===== src/rtl/gteRegPkg.sv =====
`default_nettype none

package gteRegPkg;

    // bank geometry
    localparam int RegCount = 32;
    localparam int RegIdxWidth = 5;
    localparam int DataWidth = 32;

    // data bank
    localparam logic [RegIdxWidth-1:0] IdxOtz = 5'd7;
    localparam logic [RegIdxWidth-1:0] IdxSxy0 = 5'd12;
    localparam logic [RegIdxWidth-1:0] IdxSxy1 = 5'd13;
    localparam logic [RegIdxWidth-1:0] IdxSxy2 = 5'd14;
    localparam logic [RegIdxWidth-1:0] IdxSz0 = 5'd16;
    localparam logic [RegIdxWidth-1:0] IdxSz1 = 5'd17;
    localparam logic [RegIdxWidth-1:0] IdxSz2 = 5'd18;
    localparam logic [RegIdxWidth-1:0] IdxSz3 = 5'd19;
    localparam logic [RegIdxWidth-1:0] IdxMac0 = 5'd24;

    // control bank
    localparam logic [RegIdxWidth-1:0] IdxZsf3 = 5'd29;
    localparam logic [RegIdxWidth-1:0] IdxZsf4 = 5'd30;

    // depth result scaling and limC ceiling
    localparam int OtzShift = 12;
    localparam logic [15:0] OtzMax = 16'h7FFF;

    // host address map, bits 6:5 pick data bank, control bank or command
    localparam int BusAdrWidth = 7;
    localparam logic [BusAdrWidth-1:0] CmdAdr = 7'd64;

endpackage

`default_nettype wire


===== src/rtl/gteCmdPkg.sv =====
`default_nettype none

package gteCmdPkg;

    // opcode as written to the command register, bits 1:0
    typedef enum logic [1:0] {
        OpNone,
        OpAvsz3,
        OpAvsz4,
        OpNclip
    } gteOp;

    typedef enum logic [1:0] {
        StIdle,
        StRun,
        StWrite
    } seqState;

    // one product per cycle, so steps equal product count
    localparam int StepWidth = 3;
    localparam logic [StepWidth-1:0] StepsAvsz3 = 3'd3;
    localparam logic [StepWidth-1:0] StepsAvsz4 = 3'd4;
    localparam logic [StepWidth-1:0] StepsNclip = 3'd6;

endpackage

`default_nettype wire


===== src/rtl/gteBusPort.sv =====
`default_nettype none

module gteBusPort (
    input  wire                                  clk,
    input  wire                                  rst,
    input  wire                                  cyc,
    input  wire                                  stb,
    input  wire                                  we,
    input  wire  [gteRegPkg::BusAdrWidth-1:0]    adr,
    input  wire  [gteRegPkg::DataWidth-1:0]      datIn,
    input  wire                                  busy,
    input  wire  [gteRegPkg::DataWidth-1:0]      hostRdData,
    output logic [gteRegPkg::DataWidth-1:0]      datOut,
    output logic                                 ack,
    output logic                                 hostWe,
    output logic                                 hostBank,
    output logic [gteRegPkg::RegIdxWidth-1:0]    hostIdx,
    output logic [gteRegPkg::DataWidth-1:0]      hostData,
    output logic                                 cmdStart,
    output gteCmdPkg::gteOp                      cmdOp
);

    logic request;
    logic accept;
    logic isReg;
    logic isCmd;

    assign request = cyc && stb;
    // back-pressure: a pending request just waits out the command
    // and the !ack term keeps one beat from being taken twice
    assign accept = request && !ack && !busy;

    // bit 6 clear selects one of the banks, bit 5 picks which
    assign isReg = !adr[gteRegPkg::BusAdrWidth-1];
    assign isCmd = adr == gteRegPkg::CmdAdr;

    assign hostBank = adr[gteRegPkg::RegIdxWidth];
    assign hostIdx = adr[gteRegPkg::RegIdxWidth-1:0];
    assign hostData = datIn;
    assign hostWe = accept && we && isReg;

    // opcode rides in the low two data bits
    assign cmdOp = gteCmdPkg::gteOp'(datIn[1:0]);
    // OpNone is acked but starts nothing
    assign cmdStart = accept && we && isCmd && (cmdOp != gteCmdPkg::OpNone);

    // single cycle ack pulse, same edge as the write or command start
    always_ff @(posedge clk or posedge rst) begin
        if (rst) begin
            ack <= 1'b0;
        end else begin
            ack <= accept;
        end
    end

    // read data lands with ack, command address and holes read zero
    always_ff @(posedge clk) begin
        if (accept && !we) begin
            datOut <= isReg ? hostRdData : '0;
        end
    end

    // an ack only ever answers a request still on the bus
    ackNeedsRequest: assert property (@(posedge clk) disable iff (rst)
        ack |-> (cyc && stb));

endmodule

`default_nettype wire


===== config.mk =====
export PLATFORM = sky130hd
export DESIGN_NAME = gteBusPort
export DESIGN_NICKNAME = d
export VERILOG_FILES = /design/src/rtl/gteRegPkg.sv /design/src/rtl/gteCmdPkg.sv /design/src/rtl/gteBusPort.sv
export SDC_FILE = /design/constraint.sdc
export NUM_CORES = 1
export LEC_CHECK = 0
export ABC_AREA = 1
export ABC_CLOCK_PERIOD_IN_PS = 2400
export BUFFER_PORTS_ARGS = -buffer_cell sky130_fd_sc_hd__clkbuf_2
export CELL_PAD_IN_SITES_DETAIL_PLACEMENT = 0
export CELL_PAD_IN_SITES_GLOBAL_PLACEMENT = 1
export CORE_MARGIN = 10
export CORE_UTILIZATION = 22
export DETAILED_ROUTE_END_ITERATION = 6
export PLACE_DENSITY_LB_ADDON = 0.1
export SYNTH_ARGS = -nofsm -noshare
export SYNTH_HDL_FRONTEND = slang
export SYNTH_SLANG_ARGS = --single-unit

===== constraint.sdc =====
create_clock -name clk -period 2.4 [get_ports clk]
set_input_delay 0.12 -clock clk [delete_from_list [all_inputs] [get_ports clk]]
set_output_delay 0.12 -clock clk [all_outputs]
set_load 0.02 [all_outputs]

## After elaboration in Yosys (flattened, before gate mapping)

Cells that the tools add are included.

| operators by class | value |
|---|---|
| equality and inequality tests | 1 |
| reduce and logical (&&, ||, !) cells | 13 |

Operators by type and width:

| operator | count |
|---|---|
| $logic_and A1 B1 Y1 | 8 |
| $eq A7 B7 Y1 const B | 1 |
| $logic_not A1 Y1 | 4 |
| $reduce_bool A2 Y1 | 1 |

| storage, ports and cells | value |
|---|---|
| bits in registers | 33 |
| input bits | 77 |
| output and inout port bits | 75 |
| word-level logic and storage cells | 16 |

## Logic depth before layout (Yosys ltp)

| logic depth | value |
|---|---|
| word-level depth | 6 |
| gate-level depth with buffers | 5 |
| mapped depth without buffers | 5 |

## Worst setup path before layout

Ideal clock, no wire load.

| path | value |
|---|---|
| path kind | register -> register |
| from | register ack |
| to | register datOut[0] in the netlist's numbering (enable) |
| library setup time | 0.421 ns |
| arrival | 1.982 ns |
| data required time | 1.979 ns |
| setup slack | -0.003 ns |
| stages on the path, launching flop included | 4 |
| path buffers | 0 |
| clock period less this slack | 2.403 ns |
| cells stage by stage | dfrtp_1 inv_1 nand3_1 nor2_1 |

| on the way | value |
|---|---|
| longest elaborated chain between the ends | 4 |

RTL lines:

| item | RTL line | source |
|---|---|---|
| start, declared | gteBusPort.sv:14 | `output logic ack,` |
| start signal, assigned | gteBusPort.sv:52 | `ack <= accept;` |
| $logic_not A1 Y1 | gteBusPort.sv:31 | `assign accept = request && !ack && !busy;` |
| $logic_and A1 B1 Y1 (2 in a row) | gteBusPort.sv:31 |  |
| $logic_and A1 B1 Y1 | gteBusPort.sv:58 | `if (accept && !we) begin` |
| end signal, assigned | gteBusPort.sv:59 | `datOut <= isReg ? hostRdData : '0;` |
| end, declared | gteBusPort.sv:13 | `output logic [gteRegPkg::DataWidth-1:0] datOut,` |

No other way between the ends.
A chain may end at the register's enable or synchronous reset.

## Worst setup path after layout

| path | value |
|---|---|
| from | register ack |
| to | register datOut[19] in the netlist's numbering (enable) |

The elaborated chain is that of the path after synthesis.

==> run summary <==
Cell Area, Synth -> 0.00163 mm2
Antenna Cells -> 0
PostCTS Resize Cnt -> 0
Mapped Cells -> 159
Worst hold margin -> 0.118 ns
Largest family of logic cells by synthesized area -> buffers and inverters
DRC viols -> 0
Latest clock arrival within the worst-skew pair -> 0.28 ns
M2 GR Usage -> 10.4%
Seq/Total Area, Yosys -> 60.5%
Worst Path Arrival -> 1.35 ns
Fin nets -> 293
Fraction of layout cells with a size suffix above 1 -> 46.5%
Via Count -> 1,115
H-tree Lvls -> 2
Total Power -> 1160 uW
Vias in the first global route -> 1,360
Setup_tns -> 0 ns
Startpoint types -> register
Required time worst endpoint -> 2.33 ns
XOR/XNOR Fraction of Synth Area -> 0%
Synth Net Count -> 236
Final WL -> 4.06 mm
Fin worst setup slack -> 0.978 ns
Adder-cell share of the synthesized area -> 0%
Die area -> 0.0112 mm2
Fin. Hold Viols -> 0
Initial Utilization -> 22.6%
Slew margin rel. -> 67.6%
Setup WS pre-CTS -> 0.979 ns
Global-route wire length before repair -> 6.52 mm
Pwr Density -> 581 mW/mm2
Gr ovfl total -> 0
LEAKAGE -> 0.00104 uW
Minimum clock period -> 1.42 ns
Reg clk slew, reported paths -> 0.07 ns
Cell taking the most area after synthesis -> edfxtp_1
Routed Antenna Nets -> 0
Worst Path Max Fanout -> 32
Synth top area cells -> edfxtp_1, buf_4, nor2_1, inv_1, dfrtp_1
Mux cell area share after synthesis -> 0%
Slew Limit Fails -> 0
Yosys top cell area share -> 59.0%
Clock buffer depth -> 2
Post-layout util -> 27.7%
Drt via density -> 3.53
Routability-driven placement congestion ratio -> 0.668
Io pins -> 152
Max cap viols -> 0
Peak supply drop -> 0.168 mV
Die Ht -> 106 um
Fin crit share -> 59.3%
First drt pass iteration count -> 4
CTS tree -> done
Worst setup EP type -> register
Fmax -> 0.703 GHz
Simple-gate area share of the yosys netlist -> 11.1%
Post-DR wirelength/cell -> 12.9 um
Flops & latches, synth -> 33
Tot GR Track Use -> 7.34%
DR iter-0 viols -> 32
Clock tree root buffer cell -> clkbuf_8
Compound-Gate Fraction of Synth Area -> 0%
Worst Skew -> 0.00470 ns
Met3 usage -> 7.85%
Worst-Margin Slew -> 0.486 ns
Netlist cell types -> 10
Hold Path Class -> input port to register
Core region area -> 0.00721 mm2
Met1 usage -> 7.13%
Num CTS Buffers -> 5
Clk sink count -> 33
Antenna violations before repair -> 0
Most Used Layer, Global Route -> met2
Setup-failing EPs final -> 0
Post-CTS Setup Inserts -> 0
Avg Cell Area, Syn -> 10.2 um2
Hold buffer count at CTS -> 1
Die width -> 106 um
RSZ-0062 raised after global routing -> false
CP Class -> register to register
Synth warn -> 0
P&R area growth vs syn -> 22.7%
Post-DP HPWL -> 3.28 mm
Num rows -> 31
Port Buf Inserts -> 91
Status -> finished, final reports clean
Largest net degree at the start of global routing -> 33
critical path, cell delays in order (launching register included):
cell	delay, ns
dfrtp_1	0.38
inv_1	0.07
nand3_1	0.13
nor2_4	0.10
buf_4	0.37
metrics by stage:
stage | cells | cell area [um2]
3_5_place_dp | 307 | 1910
4_1_cts | 316 | 2000
3_3_place_gp | 307 | 1910
5_1_grt | 316 | 2000
2_1_floorplan | 159 | 1630
6_report | 316 | 2000
power breakdown:
part,switching (uW),internal (uW)
clock,195,195
sequential,2.56,643
combinational,73.6,52.8
total,271,891
layer usage:
| layer | vias to the layer above | part of all wire [%] |
|---|---|---|
| met1 | 473 | 39 |
| li1 | 547 | - |
| met3 | 6 | 18 |
| met4 | 0 | 0.47 |
| met5 | - | 0 |
| met2 | 89 | 43 |
registers in the layout (all words and copies together), names as in the netlist:
name	flops
ack	1
datOut	32
logic make-up (layout without fill, tap and decap cells):
kind of cell           after synthesis  count (layout)
and+or+nand+nor                     45              45
DFF                                 33              33
buffers and inverters               81             139
cells in the mapped netlist:
master and count:
nand2_1 3, buf_2 3, nor3b_2 1, edfxtp_1 32
dfrtp_1 1, nand3_1 1, inv_1 37, nor2_1 39
buf_4 41, nand4_1 1
placed cells by master, fill, tap and decap left out:
cell type,Yosys,layout
clkinv_1,0,2
clkbuf_8,0,5
clkinv_2,0,1
nand2_1,3,3
dfrtp_1,1,1
nand4_1,1,1
nand3_1,1,1
clkbuf_2,0,91
nor2_1,39,38
nor2_4,0,1
inv_1,37,37
dlygate4sd3_1,0,1
edfxtp_1,32,32
nor3b_2,1,1
buf_4,41,2
final timing paths:
check	depth (start not counted)	slack (ns)	to	from
min in group asynchronous	3	0.20	ack	rst
worst max-delay path	4	0.98	datOut[19]	ack
worst max register to register	4	0.98	datOut[19]	ack
max in group asynchronous	3	2.11	ack	rst
worst min register to register	3	0.63	ack	ack
worst min-delay path	3	0.12	datOut[15]	hostRdData[15]
cell type report:
type / count / area [um2]
sequential: 33 / 986
tap: 99 / 124
inverter: 37 / 139
timing repair buffer: 94 / 480
clock inverter: 3 / 12.5
multi-input combinational: 45 / 189
fill: 837 / 5220
clock buffer: 5 / 68.8
No activity file was read; power rests on OpenSTA's default activity.
