File: config.mk
export PLATFORM = sky130hd
export DESIGN_NAME = gteRegFile
export DESIGN_NICKNAME = d
export VERILOG_FILES = /design/src/rtl/gteRegPkg.sv /design/src/rtl/gteRegFile.sv
export SDC_FILE = /design/constraint.sdc
export NUM_CORES = 2
export LEC_CHECK = 0
export BUFFER_PORTS_ARGS = -buffer_cell sky130_fd_sc_hd__buf_2
export CAP_MARGIN = 20
export CORE_ASPECT_RATIO = 0.5
export CORE_UTILIZATION = 40
export DETAILED_ROUTE_END_ITERATION = 8
export HOLD_SLACK_MARGIN = 0.12
export RECOVER_POWER = 100
export SYNTH_ARGS = -nofsm -noshare
export SYNTH_HDL_FRONTEND = slang
export SYNTH_SLANG_ARGS = --single-unit
File: constraint.sdc
create_clock -name clk -period 78.1 [get_ports clk]
set_input_delay 15.62 -clock clk [delete_from_list [all_inputs] [get_ports clk]]
set_output_delay 15.62 -clock clk [all_outputs]
set_load 0.02 [all_outputs]
File: src/rtl/gteRegPkg.sv
`default_nettype none

package gteRegPkg;

    // bank geometry
    localparam int RegCount = 32;
    localparam int RegIdxWidth = 5;
    localparam int DataWidth = 32;

    // data bank
    localparam logic [RegIdxWidth-1:0] IdxOtz = 5'd7;
    localparam logic [RegIdxWidth-1:0] IdxSxy0 = 5'd12;
    localparam logic [RegIdxWidth-1:0] IdxSxy1 = 5'd13;
    localparam logic [RegIdxWidth-1:0] IdxSxy2 = 5'd14;
    localparam logic [RegIdxWidth-1:0] IdxSz0 = 5'd16;
    localparam logic [RegIdxWidth-1:0] IdxSz1 = 5'd17;
    localparam logic [RegIdxWidth-1:0] IdxSz2 = 5'd18;
    localparam logic [RegIdxWidth-1:0] IdxSz3 = 5'd19;
    localparam logic [RegIdxWidth-1:0] IdxMac0 = 5'd24;

    // control bank
    localparam logic [RegIdxWidth-1:0] IdxZsf3 = 5'd29;
    localparam logic [RegIdxWidth-1:0] IdxZsf4 = 5'd30;

    // depth result scaling and limC ceiling
    localparam int OtzShift = 12;
    localparam logic [15:0] OtzMax = 16'h7FFF;

    // host address map, bits 6:5 pick data bank, control bank or command
    localparam int BusAdrWidth = 7;
    localparam logic [BusAdrWidth-1:0] CmdAdr = 7'd64;

endpackage

`default_nettype wire

File: src/rtl/gteRegFile.sv
`default_nettype none

module gteRegFile (
    input  wire                                  clk,
    input  wire                                  rst,
    input  wire                                  hostWe,
    input  wire                                  hostBank,
    input  wire  [gteRegPkg::RegIdxWidth-1:0]    hostIdx,
    input  wire  [gteRegPkg::DataWidth-1:0]      hostData,
    output logic [gteRegPkg::DataWidth-1:0]      hostRdData,
    input  wire                                  resWe,
    input  wire                                  writeOtz,
    input  wire  [gteRegPkg::DataWidth-1:0]      mac0,
    input  wire  [15:0]                          otz,
    output logic [gteRegPkg::DataWidth-1:0]      sz0,
    output logic [gteRegPkg::DataWidth-1:0]      sz1,
    output logic [gteRegPkg::DataWidth-1:0]      sz2,
    output logic [gteRegPkg::DataWidth-1:0]      sz3,
    output logic [gteRegPkg::DataWidth-1:0]      sxy0,
    output logic [gteRegPkg::DataWidth-1:0]      sxy1,
    output logic [gteRegPkg::DataWidth-1:0]      sxy2,
    output logic [gteRegPkg::DataWidth-1:0]      zsf3,
    output logic [gteRegPkg::DataWidth-1:0]      zsf4
);

    // data bank holds vertices and results, control bank the scale factors
    logic [gteRegPkg::DataWidth-1:0] dataBank [gteRegPkg::RegCount];
    logic [gteRegPkg::DataWidth-1:0] ctrlBank [gteRegPkg::RegCount];

    always_ff @(posedge clk or posedge rst) begin
        if (rst) begin
            for (int i = 0; i < gteRegPkg::RegCount; i++) begin
                dataBank[i] <= '0;
                ctrlBank[i] <= '0;
            end
        end else begin
            // host side, whole words only
            if (hostWe) begin
                if (hostBank) begin
                    ctrlBank[hostIdx] <= hostData;
                end else begin
                    dataBank[hostIdx] <= hostData;
                end
            end
            // result write-back from the datapath
            if (resWe) begin
                dataBank[gteRegPkg::IdxMac0] <= mac0;
                // otz zero-extended, nclip leaves it alone
                if (writeOtz) begin
                    dataBank[gteRegPkg::IdxOtz] <= gteRegPkg::DataWidth'(otz);
                end
            end
        end
    end

    assign hostRdData = hostBank ? ctrlBank[hostIdx] : dataBank[hostIdx];

    // operand taps
    assign sz0 = dataBank[gteRegPkg::IdxSz0];
    assign sz1 = dataBank[gteRegPkg::IdxSz1];
    assign sz2 = dataBank[gteRegPkg::IdxSz2];
    assign sz3 = dataBank[gteRegPkg::IdxSz3];
    assign sxy0 = dataBank[gteRegPkg::IdxSxy0];
    assign sxy1 = dataBank[gteRegPkg::IdxSxy1];
    assign sxy2 = dataBank[gteRegPkg::IdxSxy2];
    assign zsf3 = ctrlBank[gteRegPkg::IdxZsf3];
    assign zsf4 = ctrlBank[gteRegPkg::IdxZsf4];

    // bus stall and write-back must keep the two write ports apart
    noWriteClash: assert property (@(posedge clk) disable iff (rst)
        !(hostWe && resWe));

endmodule

`default_nettype wire

# --- Word level (Yosys, flattened, before mapping) ---
# Index checks and enable logic that the tools add are counted.
# W data, S select, Z words.
classes:
  muxes: 16
  n_reduce_logical: 5
  bitwise: 2
  magnitude_cmp: 2
  eq_ne: 1
ops:
  columns: ["op", "n"]
  rows:
  - ["$bwmux W1024", 2]
  - ["$mux W800", 2]
  - ["$bmux W32 S5", 2]
  - ["$mux W32", 9]
  - ["$demux W32 S5", 1]
  - ["$ge A6 B6 Y1 const B", 1]
  - ["$lt A6 B1 Y1 const B", 1]
  - ["$not A5 Y6", 1]
  - ["$reduce_and A2 Y1", 3]
  - ["$ne A2 B1 Y1 const B", 1]
  - ["$reduce_bool A2 Y1", 1]
  - ["$logic_and A1 B1 Y1", 1]
  - ["$not A1 Y1", 1]
word_totals:
  word_cells: 90
  ff_bits: 2048
  out_inout_bits: 320

# --- Longest topological paths before layout ---
logic_depth:
  ltp_word: 10
  mapped_depth: 10
  depth_no_buf: 5

# --- Worst setup path after synthesis ---
# OpenSTA, ideal clock, no wires.
synth_path:
  path_kind: "input to output"
  from: "in hostIdx[1] (netlist bit)"
  to: "out hostRdData[23] (netlist bit)"
  n_path_buf: 3
  t_required_ps: 62480
  stages: 8
  t_arrival_ps: 17503
  path_slack_ps: 44977
  cell_sequence: "buf_2 -> or4b_2 -> clkbuf_1 -> clkbuf_1 -> o22ai_1 -> nor3_1 -> and4_1 -> a31oi_1"
synth_via:
  elab_chain_len: 5
  word_cells_on_any_way: 8
  classes_between: "mux (7); bitwise (1)"
synth_lines:
  columns: ["element", "line_no", "source"]
  rows:
  - ["start, declared", "gteRegFile.sv:8", "input wire [gteRegPkg::RegIdxWidth-1:0] hostIdx,"]
  - ["$not A5 Y6 (implied by the code) (*)", "gteRegFile.sv:56", "assign hostRdData = hostBank ? ctrlBank[hostIdx] : dataBank[hostIdx];"]
  - ["$bmux W32 S5", "gteRegFile.sv:56", null]
  - ["$mux W32 (implied by the code) (2 in a row)", "gteRegFile.sv:56", null]
  - ["$mux W32 (*)", "gteRegFile.sv:56", null]
  - ["end, declared", "gteRegFile.sv:10", "output logic [gteRegPkg::DataWidth-1:0] hostRdData,"]
# Mark *: on every way between the ends. The rest lies on a longest branch, timed or not. The select of a mux whose other input is x is not followed.

# --- Worst setup path in the final report ---
layout_path:
  from: "in hostIdx[0] (netlist bit)"
  to: "out hostRdData[22] (netlist bit)"
# Same word-level chain as after synthesis.

==> flow_summary.json <==
{
  "fin_skew_ns": 0,
  "yosysSeqAreaShare_pct": 54.09,
  "relSlewSlack_pct": -484.8,
  "cp.required_ns": 62.48,
  "violations": "capacitance limit, slew limit",
  "power_frac_seq_pct": 48.4,
  "drtPass1Iterations": 5,
  "synthArstFlopShare_pct": 100.0,
  "grt_pass1_vias": 56980,
  "fin_nets": 6353,
  "clock_power_share_pct": 38.0,
  "fp.dieW_um": 690.3,
  "setup_viol": 0,
  "gp_congestion": 0.7819,
  "synth_cell_types": 42,
  "cts_setup_buffers": 0,
  "finalSetupTns_ns": 0,
  "period_share_pct": 58.32,
  "drcViolationCount": 0,
  "synthTopCellsByCount": "dfrtp_1, mux2_2, clkbuf_1, mux4_2, mux2i_1",
  "vias": 55870,
  "path_max_fanout": 69,
  "syn_inst": 6419,
  "die_area_mm2": 0.2389,
  "hold-worst-slack_ns": 0.4865,
  "endpoint_kind": "output port",
  "crit_type": "input port to output port",
  "cts.htree.levels": 4,
  "min_period_ns": 45.55,
  "antenna_found_initial": 13,
  "postRouteWirelength_um": 292800,
  "grt.overflow.total": 0,
  "leakagePower_nw": 47.37,
  "cts_resized": 0,
  "yosysTopAreaCell": "dfrtp_1",
  "grt_use_met2_pct": 37.38,
  "die_h_um": 346.1,
  "hold_viol": 0,
  "ir_drop_mv": 0.01799,
  "drv_cap": 125,
  "cpMostUsedCell": "clkbuf_1",
  "top_usage_layer": "met2",
  "track_usage_pct": 24.28,
  "fp.coreArea_mm2": 0.2338,
  "cts_sinks": 2048,
  "hpwl_um": 170200,
  "wl_per_cell_um": 30.72,
  "cts_hold_buf": 0,
  "viasPerCell": 5.862,
  "tightest_slew_ns": 8.772,
  "outcome": "finished with violations",
  "start_util_pct": 40.52,
  "slowest_delay_ns": 4.29,
  "fmax_mhz": 21.95,
  "grt_max_degree": 167,
  "cellPowerDensity_mw_per_mm2": 25.63,
  "rows": 125,
  "clockBufferDepth": 4,
  "numCtsBuffers": 199,
  "cts_tree": "done",
  "crit_chain": "clkbuf_1 -> clkbuf_1 -> clkbuf_1 -> clkbuf_1 -> mux4_2 -> a22oi_1 -> and4_1 -> a31oi_1 -> clkbuf_1",
  "grt_pass1_wl_um": 425600,
  "syn_nets": 6510,
  "avgSynthCellArea_um2": 14.76,
  "use_met3_pct": 4.589,
  "rsz0062_at_grt": "no",
  "drv_slew": 4536,
  "pin_count": 411,
  "met1_usage_pct": 35.34,
  "p_int_mw": 1.959,
  "synth_edf_count": 0,
  "yosys_register_bits": 2048,
  "clk_pin_slew_ns": 0.06,
  "yosysMostFrequentCell": "dfrtp_1",
  "p_sw_mw": 0.6803,
  "crit_slowest_cell": "clkbuf_1",
  "netlist_area_mm2": 0.09475,
  "synthFlopType": "dfrtp_1",
  "crit_arrival_ns": 29.93,
  "syn_to_final_growth_pct": 8.700,
  "root_buffer": "clkbuf_16",
  "combinationalPowerShare_pct": 13.6,
  "synth_warnings": 0,
  "yosys.area.top_type_share_pct": 54.09,
  "switching_share_pct": 25.78,
  "start_kind": "input port",
  "drt_iter0_drc": 4913,
  "io_buffers": 410,
  "synth.area.top_cells": "dfrtp_1, mux2_2, mux4_2, mux2i_1, buf_4",
  "layout-drive-gt1-share_pct": 44.50,
  "ant_nets": 0,
  "clk-insertion-delay-late_ns": 0.83,
  "min_path_type": "flop to flop"
}
==> metal layers <==
layer	up-vias	wire, um
met5	-	76
met1	30860	133100
met4	12	8538
met3	401	18420
li1	23080	-
met2	1521	132600
==> stage by stage <==
stage / power, mW / setup slack (ns) / instances / util (%) / cell area [um^2]
floorplan: 1.582 / 4.630 / 6419 / - / 94750
global placement: 1.650 / 41.90 / 9168 / 41.68 / 97450
detailed placement: 1.660 / 41.92 / 9170 / 41.70 / 97510
CTS: 2.663 / 41.89 / 9523 / 44.54 / 104200
global route: 2.744 / 30.77 / 9526 / 44.04 / 103000
finish: 2.639 / 32.55 / 9531 / 44.05 / 103000
==> flip-flops by register name, summed over array words and instances, names as in the netlist <==
| register | flops |
|---|---|
| ctrlBank | 960 |
| dataBank | 800 |
| sxy0 | 32 |
| sxy1 | 32 |
| sxy2 | 32 |
| sz0 | 32 |
| sz1 | 32 |
| sz2 | 32 |
| sz3 | 32 |
| zsf3 | 32 |
| zsf4 | 32 |
==> layout by cell type, fill, tap and decap left out, drive strengths merged, types with 6 or more instances in the layout <==
cell type,n
mux4,354
and4,30
dfrtp,2048
nand2,125
a31oi,31
a21oi,20
a211oi,28
a221oi,62
a22oi,96
o22ai,95
buf,163
mux2i,335
nand4b,7
nor3,35
a22o,31
clkbuf,697
diode,6
bufinv,18
mux2,2013
o21ai,109
clkinv,36
nor2,37
clkinvlp,6
==> worst max-delay path: cells and delay by family <==
| family | cells | cell delay (ns) |
|---|---|---|
| AOI/OAI and AO/OA | 2 | 0.48 |
| muxes | 1 | 0.74 |
| and+or+nand+nor | 1 | 0.31 |
| buffers and inverters | 5 | 12.54 |
==> power groups by stage <==
stage                     clock, mW  sequential (mW)  combinational [mW]
after CTS                      1.02             1.27               0.367
after global placement            0             1.29               0.360
final                          1.00             1.28               0.359
after global routing           1.06             1.29               0.386
after detailed placement          0             1.29               0.366
after floorplan                   0             1.28               0.304
==> logic make-up after synthesis <==
group | count (synthesis) | share of synthesized area [%]
mux | 2702 | 35.88
buf+inv | 928 | 5.217
flops | 2048 | 54.09
simple gates | 267 | 1.442
compound gates | 474 | 3.374
==> cell type report <==
| cell class | instances | area [um^2] |
|---|---|---|
| antenna | 6 | 15.01 |
| multi-input combinational | 3443 | 38650 |
| clock inverter | 61 | 809.5 |
| clock buffer | 292 | 5834 |
| inverter | 2 | 8.758 |
| fill | 21190 | 130800 |
| sequential | 2048 | 51250 |
| tap | 3111 | 3892 |
| timing repair buffer | 568 | 2534 |
==> path summary, 6_finish.rpt <==
kind	start	to	slack, ns	cells after the start
max reg2reg	sz0[11]$_DFFE_PP0P_	sz0[11]$_DFFE_PP0P_	77.03	1
max	hostIdx[0]	hostRdData[22]	32.55	9
min reg2reg	ctrlBank[855]$_DFFE_PP0P_	ctrlBank[855]$_DFFE_PP0P_	0.49	1
max in group asynchronous	rst	ctrlBank[725]$_DFFE_PP0P_	38.75	10
min	ctrlBank[855]$_DFFE_PP0P_	ctrlBank[855]$_DFFE_PP0P_	0.49	1
min in group asynchronous	rst	sz0[5]$_DFFE_PP0P_	16.14	2
Note: power is estimated with default switching activity, not from simulation.
