### src/rtl/gteCmdPkg.sv
`default_nettype none

package gteCmdPkg;

    // opcode as written to the command register, bits 1:0
    typedef enum logic [1:0] {
        OpNone,
        OpAvsz3,
        OpAvsz4,
        OpNclip
    } gteOp;

    typedef enum logic [1:0] {
        StIdle,
        StRun,
        StWrite
    } seqState;

    // one product per cycle, so steps equal product count
    localparam int StepWidth = 3;
    localparam logic [StepWidth-1:0] StepsAvsz3 = 3'd3;
    localparam logic [StepWidth-1:0] StepsAvsz4 = 3'd4;
    localparam logic [StepWidth-1:0] StepsNclip = 3'd6;

endpackage

`default_nettype wire

### src/rtl/gteStepCounter.sv
`default_nettype none

module gteStepCounter (
    input  wire                                clk,
    input  wire                                rst,
    input  wire                                run,
    input  var gteCmdPkg::gteOp                curOp,
    output logic [gteCmdPkg::StepWidth-1:0]    step,
    output logic                               lastStep
);

    logic [gteCmdPkg::StepWidth-1:0] termCount;

    // last step index is product count minus one
    always_comb begin
        case (curOp)
            gteCmdPkg::OpAvsz3: termCount = gteCmdPkg::StepsAvsz3 - 1'b1;
            gteCmdPkg::OpAvsz4: termCount = gteCmdPkg::StepsAvsz4 - 1'b1;
            gteCmdPkg::OpNclip: termCount = gteCmdPkg::StepsNclip - 1'b1;
            default: termCount = '0;
        endcase
    end

    assign lastStep = run && (step == termCount);

    always_ff @(posedge clk or posedge rst) begin
        if (rst) begin
            step <= '0;
        end else if (!run || lastStep) begin
            // parked at zero for the next command
            step <= '0;
        end else begin
            step <= step + 1'b1;
        end
    end

endmodule

`default_nettype wire

### config.mk
export PLATFORM = sky130hd
export DESIGN_NAME = gteStepCounter
export DESIGN_NICKNAME = d
export VERILOG_FILES = /design/src/rtl/gteCmdPkg.sv /design/src/rtl/gteStepCounter.sv
export SDC_FILE = /design/constraint.sdc
export NUM_CORES = 1
export LEC_CHECK = 0
export ABC_AREA = 1
export BUFFER_PORTS_ARGS = -buffer_cell sky130_fd_sc_hd__buf_2
export CELL_PAD_IN_SITES_DETAIL_PLACEMENT = 0
export CELL_PAD_IN_SITES_GLOBAL_PLACEMENT = 2
export CORE_AREA = 2 2 39 41
export DETAILED_ROUTE_END_ITERATION = 10
export DIE_AREA = 0 0 41 43
export PLACE_DENSITY_LB_ADDON = 0.1
export SETUP_SLACK_MARGIN = 0.15
export SLEW_MARGIN = 15
export SYNTH_ARGS = -nofsm -noshare
export SYNTH_HDL_FRONTEND = slang
export SYNTH_SLANG_ARGS = --single-unit
### constraint.sdc
create_clock -name clk -period 1.1 [get_ports clk]
set_input_delay 0.11 -clock clk [delete_from_list [all_inputs] [get_ports clk]]
set_output_delay 0.11 -clock clk [all_outputs]
set_load 0.02 [all_outputs]
# After elaboration in Yosys (flattened, before gate mapping)
# Index checks and enable logic that the tools add are counted.
dict set report word_totals {
  register_bits 3
  out_inout_bits 4
  inputBits 5
  word_cells 11
}
dict set report op_classes {
  addsub 1
  n_reduce_logical 3
  n_mux 2
  eq_ne 4
}
# operator count
set op_table {}
lappend op_table {{3-bit case mux with 3 select lines} 1}
lappend op_table {{2-bit equality test (second input constant)} 2}
lappend op_table {{3-bit by 1-bit adder with 3-bit output (second input constant)} 1}
lappend op_table {{3-bit equality test} 1}
lappend op_table {{3-bit 2-to-1 mux} 1}
lappend op_table {{2-bit by 1-bit equality test with 1-bit output (second input constant)} 1}
lappend op_table {{1-bit logical AND} 1}
lappend op_table {{1-bit logical NOT} 1}
lappend op_table {{1-bit logical OR} 1}

# Depth between registers and ports, before layout
# Gate-level depths: netlist of the first run.
dict set report logic_depth {
  depth_word 6
  depth_mapped 9
  depth_no_buf 9
}

# Worst setup path after synthesis of the first run
# OpenSTA, ideal clock, no wires.
dict set report synth_path {
  path_type {flip-flop to output port}
  startpoint {register step[2] (netlist name)}
  endpoint {output lastStep}
  arrival_ps 1078
  required_ps 990
  slack_ps -88
  stages_incl_launch_ff 7
  n_path_buf 0
  path_cell_list {dfrtp_1 > inv_1 > nand2_1 > nand2_1 > nor2_1 > nand2_1 > nor2_1}
}
dict set report synth_between {
  elab_chain_cells 2
}
# item line_no
set synth_rtl {}
lappend synth_rtl {{start, declared} gteStepCounter.sv:8} ;# output logic [gteCmdPkg::StepWidth-1:0] step,
lappend synth_rtl {{start signal, assigned} gteStepCounter.sv:33} ;# step <= step + 1'b1;
lappend synth_rtl {{3-bit equality test} gteStepCounter.sv:24} ;# assign lastStep = run && (step == termCount);
lappend synth_rtl {{1-bit logical AND} gteStepCounter.sv:24}
lappend synth_rtl {{end, declared} gteStepCounter.sv:9} ;# output logic lastStep
# No other way between the ends.

# Worst setup path in the final report of the first run
dict set report layout_path {
  startpoint {register step[1] (netlist name)}
  endpoint {output lastStep}
}
# Same word-level chain as after synthesis.

==> results of run 1 <==
==> synth_stat cells (all sizes together) <==
cell | n | area, µm²
xnor2 | 1 | 8.76
ha | 3 | 37.5
nand2 | 10 | 40.0
inv | 9 | 33.8
dfrtp | 3 | 75.1
o21ai | 1 | 5.00
nor2 | 6 | 22.5
==> stage by stage <==
| stage | TNS [ps] | instance area [µm²] |
|---|---|---|
| after floorplan | 0 | 234 |
| after global placement | -175 | 309 |
| after detailed placement | -250 | 309 |
| after CTS | -316 | 384 |
| after global routing | -447 | 432 |
| final | -160 | 432 |
==> cell families (layout without fill, tap and decap cells) <==
| group | after synthesis | after routing | synth area share |
|---|---|---|---|
| simple gates | 16 | 16 | 0.281 |
| buf+inv | 9 | 28 | 0.152 |
| xor+xnor | 1 | 1 | 0.0393 |
| flops | 3 | 3 | 0.337 |
| fa+ha+maj | 3 | 3 | 0.169 |
| compound gates | 1 | 1 | 0.0225 |
==> final cells by class <==
type	instances	area [µm²]
Tap cell	16	20.0
Fill cell	149	952
Timing Repair Buffer	15	121
Multi-Input combinational cell	21	151
Sequential cell	3	78.8
Inverter	9	33.8
Clock buffer	4	26.3
==> routing by layer <==
metal	global-route usage	up-vias
met5	0	-
met4	0.0800	0
li1	-	134
met2	0.103	5
met3	0.0314	0
met1	0.0774	105
==> worst min-delay path: cells and delay by family <==
family                 cells  cell delay, ps
buffers and inverters      1             120
and+or+nand+nor            2              90
==> repair_timing <==
action	in CTS	in global routing
gates resized for setup	7	7
pin swaps	4	4
hold endpoints to repair	3	0
setup buffers	2	2
endpoints found under the setup margin	5	6
hold buffers	1	0
==> power groups by stage <==
stage	logic, mW	registers (mW)	clock network, mW
finish	0.228	0.147	0.187
global route	0.249	0.149	0.209
CTS	0.195	0.143	0.204
detailed placement	0.146	0.145	0
global placement	0.145	0.143	0
floorplan	0.0762	0.160	0
==> worst paths after layout <==
check                      endpoint  depth (start not counted)  slack, ps    start
setup reg to reg            step[2]                          7         10  step[1]
setup / recovery           lastStep                          6       -160  step[1]
hold reg to reg             step[0]                          2        610  step[0]
min in group asynchronous   step[2]                          3        280      rst
hold / removal              step[0]                          3        130      run
max in group asynchronous   step[1]                          3        670      rst
==> flow_summary.toml, run 1 <==
[cts]
cts_buffers = 3
path_clk_slew_ps = 30
root_buffer = "clkbuf_4"
htree_levels = 1
cts_sinks = 3
cts_tree = "yes"
cts_buffer_depth = 2
insertion_delay_ps = 230

[worst_setup_path]
crit_type = "flip-flop to primary output"
startpoint_type = "flip-flop"
slowest_delay_ps = 410
path_delay_family = "flip-flops"
path_buf_inv = 1
crit_arrival_ps = 1150
slowest_stage = "dfrtp_2"
crit_top_cell = "nand2_1"
end_kind = "primary output"
cp_data_required_time_ps = 990
crit_chain = "nand2_1 -> nand2_1 -> nor2_2 -> nand2_2 -> nor2_4 -> buf_6"
crit_fanout = 3

[synthesis]
yosys_warnings = 0
synth_cell_types = 8
yosysSeqAreaShare = 0.337
avgSynthCellArea_um2 = 6.75
synthesis.area_um2 = 223
synthCells = 33
mappedNetlistNets = 41
yosys_register_bits = 3

[placed_design]
port_buffers = 8
dp_slack_ps = -121
hpwl_um = 388
finalWeightedCongestion = 0.551
place_inst = 59

[timing]
slew_headroom = 0.913
holdWs_ps = 130
fin_ws_ps = -160
rsz0062_at_grt = "yes"
slew_violations = 0
fmax_mhz = 794
setup_viol = 1
hold_violations = 0
min_period_ps = 1260
fin_crit_sh = 1.15
worst_pin_slew_ps = 128
clock_skew_ps = 3.56

[hold_path]
min_path_type = "input pin to flip-flop"

[global_routing]
grt_pass1_vias = 230
grtUsageTotal = 0.0754
overflow = 0
grt_max_degree = 6
grt_pass1_wl_um = 828
antenna_found_initial = 0

[floorplanning]
die_w_um = 41
core-area_um2 = 1380
rows = 14
die_area_um2 = 1760
start_util = 0.161
die_h_um = 43
num_io_pins = 9

[cells_and_area]
reg_top3 = "step x3"
n_antenna_cell = 0
largest_register_ffs = 3
finalNonFillerCells = 68
syn2layout_area_growth_pct = 93.8
final_common_cell = "inv_1"
nets = 61
layout-drive-gt1-share = 0.500
layout_common_cells = "9 x inv_1, 8 x nand2_1, 5 x buf_2, 5 x buf_6"
max_flop_register = "step"
utilization = 0.312

[job]
drv_cap = 0

[power_and_ir_drop]
p_comb_frac = 0.406
total_power_mw = 0.562
ir_drop_mv = 0.517
seqPwrFrac = 0.262
internal_power_mw = 0.386
power.static_leakage_nw = 0.231
p_sw_frac = 0.313
cellPowerDensity_nw_per_um2 = 1300
p_clk_frac = 0.332
switchingPower_mw = 0.176

[status]
failed_checks = "setup timing"
status = "finished with violations"

[detailed_routing]
m1WireLength_um = 191
ant_nets = 0
drt_iter0_markers = 3
wl_met3_um = 34
routedWlPerCell_um = 7.19
route.met2.wl_um = 263
firstDrtPassIters = 3
num_vias = 244
finalWirelength_um = 489
highest_layer = "met3"
drc = 0
viasPerCell = 3.59
No activity file was read; power rests on OpenSTA's default activity.
==> inputs of run 2 (changes only) <==
clock period = 1 ns   (was 1.1 ns; I/O delays follow)
==> run 2 against run 1 <==
Effect of this change:
- design area fell by 3.5%
- critical endpoint unchanged
- core utilization shrank 1.1 points
- the flow still finishes with violations (setup timing)
- non-clock buffer count is the same
- largest power group unchanged
- sequential share of layout area rose by 0.66 points
==> flow_summary.toml, run 2 (synthesis gave the netlist of run 1 again) <==
[status]
status = "finished with violations"
failed_checks = "setup timing"

[timing]
holdWs_ps = 121
fmax_mhz = 800
hold_violations = 0
fin_ws_ps = -249
clock_skew_ps = 2.58
slew_violations = 0
min_period_ps = 1250
fin_crit_sh = 1.25
rsz0062_at_grt = "yes"
worst_pin_slew_ps = 136
setup_viol = 6
fin_tns_setup_ps = -679
slew_headroom = 0.909

[detailed_routing]
drt_iter0_markers = 0
routedWlPerCell_um = 7.47
finalWirelength_um = 508
drc = 0
ant_nets = 0
firstDrtPassIters = 1
viasPerCell = 3.56
num_vias = 242

[power_and_ir_drop]
seqPwrFrac = 0.257
p_comb_frac = 0.401
p_clk_frac = 0.342
cellPowerDensity_nw_per_um2 = 1460
switchingPower_mw = 0.188
internal_power_mw = 0.418
total_power_mw = 0.606
p_sw_frac = 0.311
power.static_leakage_nw = 0.229
ir_drop_mv = 0.515

[hold_path]
hold_start = "run"
min_path_type = "input pin to flip-flop"

[cts]
insertion_delay_ps = 230
root_buffer = "clkbuf_4"
cts_buffers = 3
path_clk_slew_ps = 40
cts_sinks = 3
cts_buffer_depth = 2
cts_tree = "yes"
htree_levels = 1

[cells_and_area]
nets = 61
multi_input_area_um2 = 134
ff_latch_area_um2 = 78.8
n_antenna_cell = 0
layout_common_cells = "8 x inv_1, 8 x nand2_1, 5 x buf_6, 5 x buf_4"
fillers = 155
largest_register_ffs = 3
layout-drive-gt1-share = 0.500
syn2layout_area_growth_pct = 87.1
max_flop_register = "step"
reg_top3 = "step x3"

[global_routing]
grt_pass1_wl_um = 876
grtUsageTotal = 0.0774
grt_pass1_vias = 259
grt_max_degree = 5
overflow = 0
antenna_found_initial = 0

[job]
drv_cap = 0

[placed_design]
dp_slack_ps = -195
finalWeightedCongestion = 0.552
hpwl_um = 386
port_buffers = 8

[worst_setup_path]
crit_fanout = 4
cp_data_required_time_ps = 900
end_kind = "primary output"
crit_arrival_ps = 1150
rr_startpoint = "step[1]"
startpoint_type = "flip-flop"
crit_type = "flip-flop to primary output"
cp-startpoint = "step[2]"

[floorplanning]
start_util = 0.161
rows = 14
die_area_um2 = 1760
num_io_pins = 9
core-area_um2 = 1380
die_h_um = 43
die_w_um = 41
==> run 2: cell counts in the layout (fill, tap and decap cells not counted) <==
No cell type changed its count.
==> run 2: path summary, 6_finish.rpt <==
| kind | end | slack [ps] | cells after the start |
|---|---|---|---|
| min reg2reg | step[0] | 580 | 2 |
| max in group asynchronous | step[1] | 590 | 3 |
| max reg2reg | step[2] | -130 | 5 |
| min | step[0] | 120 | 3 |
| max | lastStep | -250 | 6 |
| min in group asynchronous | step[2] | 270 | 3 |
==> run 2: layout make-up <==
| class | instances | area share |
|---|---|---|
| clock buffers | 4 | 0.0631 |
| flip-flops and latches | 3 | 0.189 |
| repair buffers | 15 | 0.297 |
| inverters | 9 | 0.0811 |
| well taps | 16 | 0.0480 |
| multi-input cells | 21 | 0.321 |
==> run 2: what timing repair did <==
| item | CTS | global route |
|---|---|---|
| resized for setup | 11 | 3 |
| setup buffers | 3 | 1 |
| pin swaps | 3 | 2 |
| gates cloned | 0 | 0 |
| endpoints found under the setup margin | 7 | 7 |
| hold buffers | 1 | 0 |
| hold endpoints to repair | 3 | 0 |
==> run 2: power groups by stage <==
stage,Sequential [mW],Combinational (mW),Clock (mW)
finish,0.156,0.243,0.207
global placement,0.158,0.159,0
detailed placement,0.159,0.160,0
floorplan,0.176,0.0836,0
CTS,0.157,0.234,0.222
global route,0.159,0.268,0.227
==> run 2: critical path, stage by stage, from the launching register on <==
cell,delay [ps]
dfrtp_2,420
nand2_1,80
nand2_1,60
nor2_2,90
nand2_2,80
nor2_4,80
buf_6,110
==> run 2: stage by stage <==
stage | cells | cell area (µm²) | util
3_5_place_dp | 59 | 309 | 0.223
3_3_place_gp | 59 | 309 | 0.223
2_1_floorplan | 33 | 234 | -
6_report | 68 | 417 | 0.301
5_1_grt | 68 | 417 | 0.301
4_1_cts | 67 | 404 | 0.292
==> run 2: per-layer routing <==
metal,share of wire,routed length [µm],vias to the layer above,global-route usage
met5,0,0,-,0
met4,0,0,0,0.0800
met3,0.067,34,0,0.0314
met2,0.58,297,5,0.106
met1,0.35,176,106,0.0806
li1,-,-,131,-
