==> config.mk <==
export PLATFORM = sky130hd
export DESIGN_NAME = gteSequencer
export DESIGN_NICKNAME = d
export VERILOG_FILES = /design/src/rtl/gteCmdPkg.sv /design/src/rtl/gteSequencer.sv
export SDC_FILE = /design/constraint.sdc
export NUM_CORES = 1
export LEC_CHECK = 0
export ABC_AREA = 1
export BUFFER_PORTS_ARGS = -buffer_cell sky130_fd_sc_hd__buf_4
export CORE_AREA = 2 2 39 41
export DETAILED_ROUTE_END_ITERATION = 6
export DIE_AREA = 0 0 41 43
export GPL_TIMING_DRIVEN = 0
export HOLD_SLACK_MARGIN = 0.03
export PLACE_DENSITY = 0.44
export SLEW_MARGIN = 0
export SYNTH_ARGS = -nofsm -noshare
export SYNTH_HDL_FRONTEND = slang
export SYNTH_SLANG_ARGS = --single-unit
==> constraint.sdc <==
create_clock -name clk -period 1.1 [get_ports clk]
set_input_delay 0.055 -clock clk [delete_from_list [all_inputs] [get_ports clk]]
set_output_delay 0.055 -clock clk [all_outputs]
set_load 0.01 [all_outputs]
==> src/rtl/gteCmdPkg.sv <==
`default_nettype none

package gteCmdPkg;

    // opcode as written to the command register, bits 1:0
    typedef enum logic [1:0] {
        OpNone,
        OpAvsz3,
        OpAvsz4,
        OpNclip
    } gteOp;

    typedef enum logic [1:0] {
        StIdle,
        StRun,
        StWrite
    } seqState;

    // one product per cycle, so steps equal product count
    localparam int StepWidth = 3;
    localparam logic [StepWidth-1:0] StepsAvsz3 = 3'd3;
    localparam logic [StepWidth-1:0] StepsAvsz4 = 3'd4;
    localparam logic [StepWidth-1:0] StepsNclip = 3'd6;

endpackage

`default_nettype wire

==> src/rtl/gteSequencer.sv <==
`default_nettype none

module gteSequencer (
    input  wire                 clk,
    input  wire                 rst,
    input  wire                 cmdStart,
    input  var gteCmdPkg::gteOp cmdOp,
    input  wire                 lastStep,
    output logic                run,
    output logic                clearAcc,
    output logic                accEn,
    output logic                resWe,
    output logic                busy,
    output gteCmdPkg::gteOp     curOp
);

    gteCmdPkg::seqState state;

    always_ff @(posedge clk or posedge rst) begin
        if (rst) begin
            state <= gteCmdPkg::StIdle;
            curOp <= gteCmdPkg::OpNone;
        end else begin
            case (state)
                gteCmdPkg::StIdle: begin
                    // opcode held for counter and datapath
                    if (cmdStart) begin
                        state <= gteCmdPkg::StRun;
                        curOp <= cmdOp;
                    end
                end
                gteCmdPkg::StRun: begin
                    if (lastStep) begin
                        state <= gteCmdPkg::StWrite;
                    end
                end
                // write-back takes one cycle
                default: state <= gteCmdPkg::StIdle;
            endcase
        end
    end

    // accumulator cleared on the start edge, ahead of the first product
    assign clearAcc = cmdStart;
    assign run = state == gteCmdPkg::StRun;
    assign accEn = state == gteCmdPkg::StRun;
    assign resWe = state == gteCmdPkg::StWrite;
    // falls on the write-back edge
    assign busy = state != gteCmdPkg::StIdle;

    // counter terminal count has to line up with the run window
    lastInRun: assert property (@(posedge clk) disable iff (rst)
        lastStep |-> (state == gteCmdPkg::StRun));

endmodule

`default_nettype wire

; Yosys cells after proc, flatten, opt, wreduce, memory -nomap -nowiden
; Index checks and enable logic that the tools add are counted.
[totals]
out_inout_bits = 7
ff_bits = 4
[classes]
n_eq_ne = 4
n_mux = 3
reduce_logical = 4
[ops]
columns = op, count
row1 = $mux 2, 2
row2 = $ne 2x2->1 const B, 2
row3 = $pmux 2 s2, 1
row4 = $reduce_and 2->1, 2
row5 = $eq 2x1->1 const B, 1
row6 = $eq 2x2->1 const B, 1
row7 = $logic_not 2->1, 1
row8 = $reduce_bool 2->1, 1

; Depth between registers and ports, before layout
; Gate-level depths: netlist of run 1.
[logic_depth]
word_depth = 3
depth_mapped = 4
ltp_nobuf = 4

; Worst setup path after synthesis of run 1
; Ideal clock, no wire load.
[synth_timing]
path_type = register to register
start = register state[1]
end = register curOp[0]
path_buffers = 0
setup_ns = 0.117
slack_ns = 0.298
period_less_slack_ns = 0.802
stages_incl_launch_ff = 5
t_arrival_ns = 0.686
required_ns = 0.983
cell_sequence = dfrtp_1 nor2_2 nand2_2 nand2_1 nand2_1
[synth_via]
elab_chain_cells = 2
[synth_rtl]
columns = element, line
row1 = from (decl), gteSequencer.sv:17  ; gteCmdPkg::seqState state;
row2 = from (signal assigned), gteSequencer.sv:21  ; state <= gteCmdPkg::StIdle;
row3 = from (signal assigned), gteSequencer.sv:28  ; state <= gteCmdPkg::StRun;
row4 = from (signal assigned), gteSequencer.sv:34  ; state <= gteCmdPkg::StWrite;
row5 = $logic_not 2->1, gteSequencer.sv:24  ; case (state)
row6 = $reduce_and 2->1 (no source line), --
row7 = to (signal assigned), gteSequencer.sv:22  ; curOp <= gteCmdPkg::OpNone;
row8 = to (signal assigned), gteSequencer.sv:29  ; curOp <= cmdOp;
row9 = to (decl), gteSequencer.sv:14  ; output gteCmdPkg::gteOp curOp
; No other way between the ends.
; A chain may end at the register's enable or synchronous reset.

; Worst setup path in the final report of run 1
[layout_timing]
start = register state[1]
end = output busy
[layout_via]
elab_chain_cells = 1
[layout_rtl]
columns = element, line
row1 = $reduce_bool 2->1, gteSequencer.sv:49  ; assign busy = state != gteCmdPkg::StIdle;
row2 = to (decl), gteSequencer.sv:13  ; output logic busy,
; No other way between the ends.

==> impl_summary.md, run 1 <==
Route
In this run, the number of DRC markers left after iteration 0 of detailed routing was 1. Before antenna repair, the detailed router went through 2 iterations. The uppermost layer routed is met3. In the final routing, the length of wire on met1 measures 190 um. In the routed design, unresolved DRC markers number 0. The count of nets left with antenna violations once routing finished came out at 0. The amount of wire on met2 after detailed routing is 203 um.

The average routed wire per standard cell is 7.88 um. The detailed-routed wire length on met3 is 55 um. Dividing the detail-routed via count by the number of cells gives 3.35. The total wirelength of the detailed-routed design is 449 um.

For this block, the via count after detailed routing is 191.

Global routing
The via count of the first global-routing pass is 168. The wire length of the first global-routing pass is 627 um. The number of antenna violations at the first check in global routing is 0.

Entering global routing, the biggest net connects 5 pins. The total overflow left after global routing is 0. The total global-route track usage is 5.75%.

Critical path
The largest fanout of any net on the critical path is 4. STA classifies the critical path startpoint as a flop. The data required time of the worst path is 1.04 ns. The cell type of the slowest stage on the worst timing path is sky130_fd_sc_hd__dfrtp_1. The worst setup path is captured at a primary output. The category of the critical setup timing path is reg2out. Data arrives at the worst endpoint at 1.00 ns. For this run, the slowest stage of the critical path takes 0.39 ns.

The signal on the critical path passes through nor2_2 > inv_1 > buf_4. The combined buffer and inverter count along the critical path is 2. The cell family contributing the most delay on the critical path is flip-flops.

Synthesis
The xor/xnor share of the synthesized area is 0%. The mux cell area share after synthesis is 0%. Synthesis handed over a netlist of 23 instances. The synthesized netlist devotes 26.0% of its cell area to simple gates. The count of yosys warnings during synthesis is 0.

The netlist uses 9 different library cells. The largest family of logic cells by synthesized area is simple AND/OR/NAND/NOR gates. The synthesized cell area is 188 um^2. The share of synthesized area in the top cell type comes to 53.3%. sky130_fd_sc_hd__dfrtp_1 takes more of the synthesized area than any other cell. Sequential cells were found to cover 53.3% of the synthesized design area. The fraction of the mapped netlist area in adder cells is 0%.

In this run, synthesis produced a sequential element count of 4. The synthesized netlist net count is 29. Dividing the synthesized area by the synthesized cell count gives 8.16 um^2. The fraction of the mapped netlist area in compound gates is 2.67%. By area the synthesized netlist is led by sky130_fd_sc_hd__dfrtp_1, sky130_fd_sc_hd__inv_1, sky130_fd_sc_hd__nand2_1.

Floorplan
The floorplan die area is 1760 um^2. The overall die height is 43 um. The number of placement rows is 14. For this configuration, the core starts out at a cell density of 13.6%.

The placeable core region is 1380 um^2. The I/O pin total is 13. The floorplan step set the die width to 41 um.

CTS
The number of buffers on the longest clock path is 2. In this run the number of H-tree levels came out at 1. The number of sinks handled by clock tree synthesis is 4. The number of buffers inserted during clock tree synthesis is 3. TritonCTS built the clock tree. The clock root buffer master is sky130_fd_sc_hd__clkbuf_4. For the worst-skew pair, the clock arrives at the later sink with an insertion delay of 0.23 ns. The clock slew seen by the registers of the worst setup and hold paths is 0.04 ns.

STA
Setup repair after global routing could not meet its margin everywhere. Clock skew on the completed layout was measured at 0.00174 ns. Static timing analysis puts the maximum clock frequency at 0.947 GHz.

The number of hold violations in the final report is 0. The remaining max-slew budget at the tightest pin is 88.5%. Setup violations remaining at the end of the flow were counted as 0. The shortest period the worst path allows is 1.06 ns.

The final cycle utilization of the critical path is 96.0%. The measured slew at the worst slew-check pin is 0.172 ns. The total count of max-transition violations in the final report is 0.

Placement
The wire-length estimate of the detail-placed layout is 345 um. The weighted congestion at the end of routability-driven global placement is 0.606. The count of buffers inserted at the top-level ports is 12. Summing all placed instances gives a cell area of 298 um^2.

Finish
The layout cell share with drive strength beyond 1 is 56.1%. The number of antenna diodes is 0. The top cell types in the final layout, fill and taps aside, are sky130_fd_sc_hd__buf_4, sky130_fd_sc_hd__nand2_1, sky130_fd_sc_hd__dfrtp_1.

The fill cell instance count of the final layout is 165. From synthesis to final layout, the design area changed by 86.7%. Leaving out fill and tap cells, the most frequent cell in the layout is sky130_fd_sc_hd__buf_4. With fillers left out, the area of the finished cells amounts to 350 um^2. At the end of the flow, the number of nets in the layout was 49.

Run
The count of max-cap constraint violations is 0.

Pwr
The peak supply drop is 0.000530 V. The power density of the placed cells is 2070 nW/um^2. Summed over all cells, the static leakage comes to 0.000200 uW. The power after layout is 725 uW.

Worst hold path
The worst hold path belongs to the class in2reg.

Run status
The flow ran to the end, and the final reports show no timing, DRC or antenna violations.
metal layers:
layer / track usage, % / vias to the layer above
li1: - / 101
met1: 6.51 / 82
met2: 6.56 / 8
met3: 3.66 / 0
met4: 6.00 / 0
met5: 0 / -
area by class of cell:
type                    count  area, um^2  share of cell area [%]
well taps                  16        20.0                    5.71
clock buffers               3        22.5                    6.43
repair buffers             15         118                    33.6
plain buffers               2        15.0                    4.29
inverters                   5        18.8                    5.36
flip-flops and latches      4         100                    28.6
multi-input cells          12        56.3                    16.1
worst paths after layout:
| path | start | endpoint | slack, ns | cells after the start |
|---|---|---|---|---|
| min in group asynchronous | rst | state[0] | 0.27 | 3 |
| hold / removal | cmdOp[1] | curOp[1] | 0.07 | 3 |
| max in group asynchronous | rst | curOp[1] | 0.67 | 3 |
| setup / recovery | state[1] | busy | 0.04 | 3 |
| setup reg to reg | state[1] | curOp[0] | 0.20 | 4 |
| hold reg to reg | curOp[1] | curOp[1] | 0.47 | 2 |
worst reg2reg max path, cell delays in order (launching register included):
cell                      delay [ns]
sky130_fd_sc_hd__dfrtp_1        0.39
sky130_fd_sc_hd__nor2_2         0.19
sky130_fd_sc_hd__nand2_2        0.09
sky130_fd_sc_hd__nand2_1        0.07
sky130_fd_sc_hd__nand2_1        0.05
cell usage after synthesis (all sizes together):
cell and count:
buf 2, dfrtp 4, inv 5, nand2 6, nand3 2, nor2 3
o21ai 1
cell families (layout without fill, tap and decap cells):
| group | count (synthesis) | in the layout |
|---|---|---|
| AO/OA/AOI/OAI | 1 | 1 |
| AND/OR/NAND/NOR | 11 | 11 |
| flip-flops | 4 | 4 |
| buffers and inverters | 7 | 25 |
flip-flops by register name, summed over array words and instances (netlist names):
name and flops:
state 2, curOp 2
power by group:
part	total, uW	internal (uW)	switching, uW
sequential	227	196	31.3
combinational	314	170	145
clock	184	122	61.5
what timing repair did:
action,in CTS,in global routing
pin swaps,0,1
endpoints found under the hold margin,5,0
resized for setup,1,2
setup buffers,0,1
hold buffers,2,0
endpoints found under the setup margin,1,2
metrics by stage:
| stage | instances | hold WS [ns] | TNS [ns] | setup WS [ns] | utilization [%] |
|---|---|---|---|---|---|
| 5_1_grt | 57 | 0.0747 | -0.0184 | -0.0184 | 25.3 |
| 2_1_floorplan | 23 | -0.179 | 0 | 0.298 | - |
| 3_5_place_dp | 51 | -0.0439 | 0 | 0.210 | 21.5 |
| 3_3_place_gp | 51 | -0.0485 | 0 | 0.232 | 21.5 |
| 6_report | 57 | 0.0730 | 0 | 0.0435 | 25.3 |
| 4_1_cts | 56 | 0.0692 | 0 | 0.00287 | 24.8 |
(Power assumes the default switching activity.)
==> run 2, diff against run 1 <==
--- a/config.mk
+++ b/config.mk
@@ -6,13 +6,14 @@
 export NUM_CORES = 1
 export LEC_CHECK = 0
 export ABC_AREA = 1
-export BUFFER_PORTS_ARGS = -buffer_cell sky130_fd_sc_hd__buf_4
 export CORE_AREA = 2 2 39 41
+export CTS_CLUSTER_DIAMETER = 50
 export DETAILED_ROUTE_END_ITERATION = 6
 export DIE_AREA = 0 0 41 43
+export DONT_BUFFER_PORTS = 1
 export GPL_TIMING_DRIVEN = 0
 export HOLD_SLACK_MARGIN = 0.03
-export PLACE_DENSITY = 0.44
+export PLACE_DENSITY = 0.36
 export SLEW_MARGIN = 0
 export SYNTH_ARGS = -nofsm -noshare
 export SYNTH_HDL_FRONTEND = slang
==> run 2 against run 1 <==
  * Sequential cell count unchanged
  * Non-clock buffer count down 10
  * Sequential power up 10%
  * Highest routed layer unchanged
  * Clock skew about the same
  * Critical endpoint is now run
  * Critical path depth up 1
  * Wire length down 6.2%
  * Largest power group is now sequential cells
  * Sequential share of layout area up 6.8 points
  * Register-to-register slack worse by 0.02 ns
  * Combinational power down 46%
==> impl_summary.md, run 2 (same netlist as run 1, synthesis figures left out) <==
CTS
The clock slew seen by the registers of the worst setup and hold paths is 0.04 ns. The number of sinks handled by clock tree synthesis is 4. In this run the clock root is driven by a sky130_fd_sc_hd__clkbuf_4.

In this run the number of H-tree levels came out at 1. The longest clock path from root to sink contains 2 buffers. The number of buffers inserted during clock tree synthesis is 3.

The clock latency of the later-clocked register in the worst-skew pair is 0.24 ns. TritonCTS built the clock tree. The number of setup buffers added after CTS is 0.

Global routing
The global-route congestion overflow total is 0. The wire length of the first global-routing pass is 676 um. The number of antenna violations at the first check in global routing came to 0. The global routing stage identified its most utilized layer as met3. In the global route stage, met3 resource usage came out at 10.5%. Entering global routing, the biggest net connects 5 pins.

The met2 usage in global routing is 6.88%. The total global-route track usage is 7.27%. The via count of the first global-routing pass is 176. The global-route track usage on met1 is 6.89%.

Critical path
On the worst path, the slowest cell contributes a delay of 0.38 ns. The worst setup path is of the reg2out kind. STA classifies the critical path startpoint as a flop. The cell type of the slowest stage on the worst timing path is sky130_fd_sc_hd__dfrtp_1.

The worst setup path is captured at a primary output. Data arrives at the worst endpoint at 0.97 ns. The signal on the critical path passes through inv_1 > nand2_2 > inv_2 > buf_4. The cell family contributing the most delay on the critical path is flip-flops. Data on the critical path is required at its endpoint by 1.04 ns.

Of all nets on the critical path, the largest fanout is 3. The combined buffer and inverter count along the critical path is 3.

Placement
The placement-stage worst setup slack is 0.197 ns. At the end of routability-driven placement, the weighted congestion stood at 0.641. Buffers placed on the I/O ports in this run total 0. The HPWL after detailed placement is 288 um.

STA
The measured slew at the worst slew-check pin is 0.223 ns. The total count of max-transition violations in the final report came to 0. The routed design could run at a clock period as short as 1.03 ns. The remaining max-slew budget at the tightest pin is 85.1%. The timing-limited maximum frequency is 0.975 GHz. Once routing completed, OpenROAD measured the worst setup slack at 0.0743 ns.

The number of hold violations in the final report is 0. Setup repair after global routing left no endpoint under its margin. The final cycle utilization of the critical path is 93.2%. The final number of setup-violating endpoints is 0. The final setup skew is 0.00155 ns.

For the final routed database, the setup TNS stands at 0 ns.

Floorplan
The number of placement rows is 14. The overall die height is 43 um. In this run the horizontal extent of the chip is 41 um. 13 I/O pins were placed. Once the floorplan was initialized, standard cells occupied 13.6% of the core. The floorplan die area is 1760 um^2. The placeable core region is 1380 um^2.

Route
The total number of vias is 171. The total wirelength of the detailed-routed design is 421 um. The number of detailed-routing iterations run before antenna repair is 2. The remaining antenna violation count is 0.

In the final routed layout, each cell accounts on average for 8.96 um. In this run, the number of DRC markers left after iteration 0 of detailed routing was 1. The vias per cell is 3.64. After detailed routing, the number of remaining DRC violations is 0.

Worst hold path
The kind of path behind the tightest hold check is in2async.

Run
Max-cap violations in this run came to 0.

Finish
The filler cells instantiated in the layout total 153. 0 antenna diodes ended up in the layout. The layout cell share with drive strength beyond 1 is 29.0%.

The largest registers in the layout are curOp (2), state (2). Summing all flip-flop and latch instances after layout gives 100 um^2. The most frequent standard cell in the layout excluding fill and tap cells is sky130_fd_sc_hd__dlygate4sd3_1. After the last flow step, the layout net total stands at 39.

The footprint of the multi-input gates is 56.3 um^2. From synthesis to final layout, the design area changed by 50.7%. In the layout the commonest cells are sky130_fd_sc_hd__dlygate4sd3_1, sky130_fd_sc_hd__inv_1, sky130_fd_sc_hd__nand2_1, sky130_fd_sc_hd__dfrtp_1, sky130_fd_sc_hd__clkbuf_4.

Pwr
For this design the static power due to leakage is 0.000149 uW. The peak supply drop is 0.000725 V. The power density of the placed cells is 2140 nW/um^2.

Run status
The flow ran to the end, and the final reports show no timing, DRC or antenna violations.
-- run 2: cell types whose count changed in the layout (fill, tap and decap cells not counted) --
cell,change
sky130_fd_sc_hd__inv_1,+1
sky130_fd_sc_hd__inv_2,-1
sky130_fd_sc_hd__dlygate4sd3_1,+3
sky130_fd_sc_hd__buf_4,-13
-- run 2: where the power goes --
| group | switching (uW) | internal, uW |
|---|---|---|
| logic | 105 | 64.5 |
| registers | 53.7 | 196 |
| clock network | 63.9 | 122 |
| total | 223 | 383 |
-- run 2: final cells by class --
cell class / instances / share of cell area (%)
buffer: 2 / 5.31
clock buffer: 3 / 7.96
inverter: 5 / 6.64
multi-input combinational: 12 / 19.9
sequential: 4 / 35.4
tap: 16 / 7.08
timing repair buffer: 5 / 17.7
-- run 2: worst reg2reg max path: cells and delay by family (launching register included) --
family           cells  cell delay, ns
DFF                  1            0.40
and+or+nand+nor      4            0.41
-- run 2: layer usage --
layer,share of wire (%),routed length (um),up-vias
li1,-,-,83
met1,39,165,72
met5,0,0,-
met3,18,76,0
met2,42,178,16
met4,0,0,0
-- run 2: final timing paths --
path / cells after the start / slack [ns] / to / from
worst min register to register: 2 / 0.54 / curOp[0] / curOp[0]
worst min-delay path: 2 / 0.14 / state[0] / rst
min in group clk: 1 / 0.20 / clearAcc / cmdStart
worst max-delay path: 4 / 0.07 / run / state[1]
worst max register to register: 4 / 0.18 / curOp[1] / state[0]
max in group asynchronous: 2 / 0.82 / curOp[0] / rst
-- run 2: repair_timing --
action / 4_1_cts / 5_1_grt
gates resized for setup: 0 / 2
endpoints found under the setup margin: 0 / 1
hold buffers: 5 / 0
endpoints found under the hold margin: 8 / 0
-- run 2: through the flow --
step	std cells	instance area [um^2]	utilization [%]	power (uW)	hold slack, ns
finish	47	283	20.4	606	0.137
CTS	47	280	20.3	605	0.136
global placement	39	208	15.0	395	-0.161
floorplan	23	188	-	368	-0.179
global route	47	283	20.4	665	0.144
detailed placement	39	208	15.0	398	-0.163
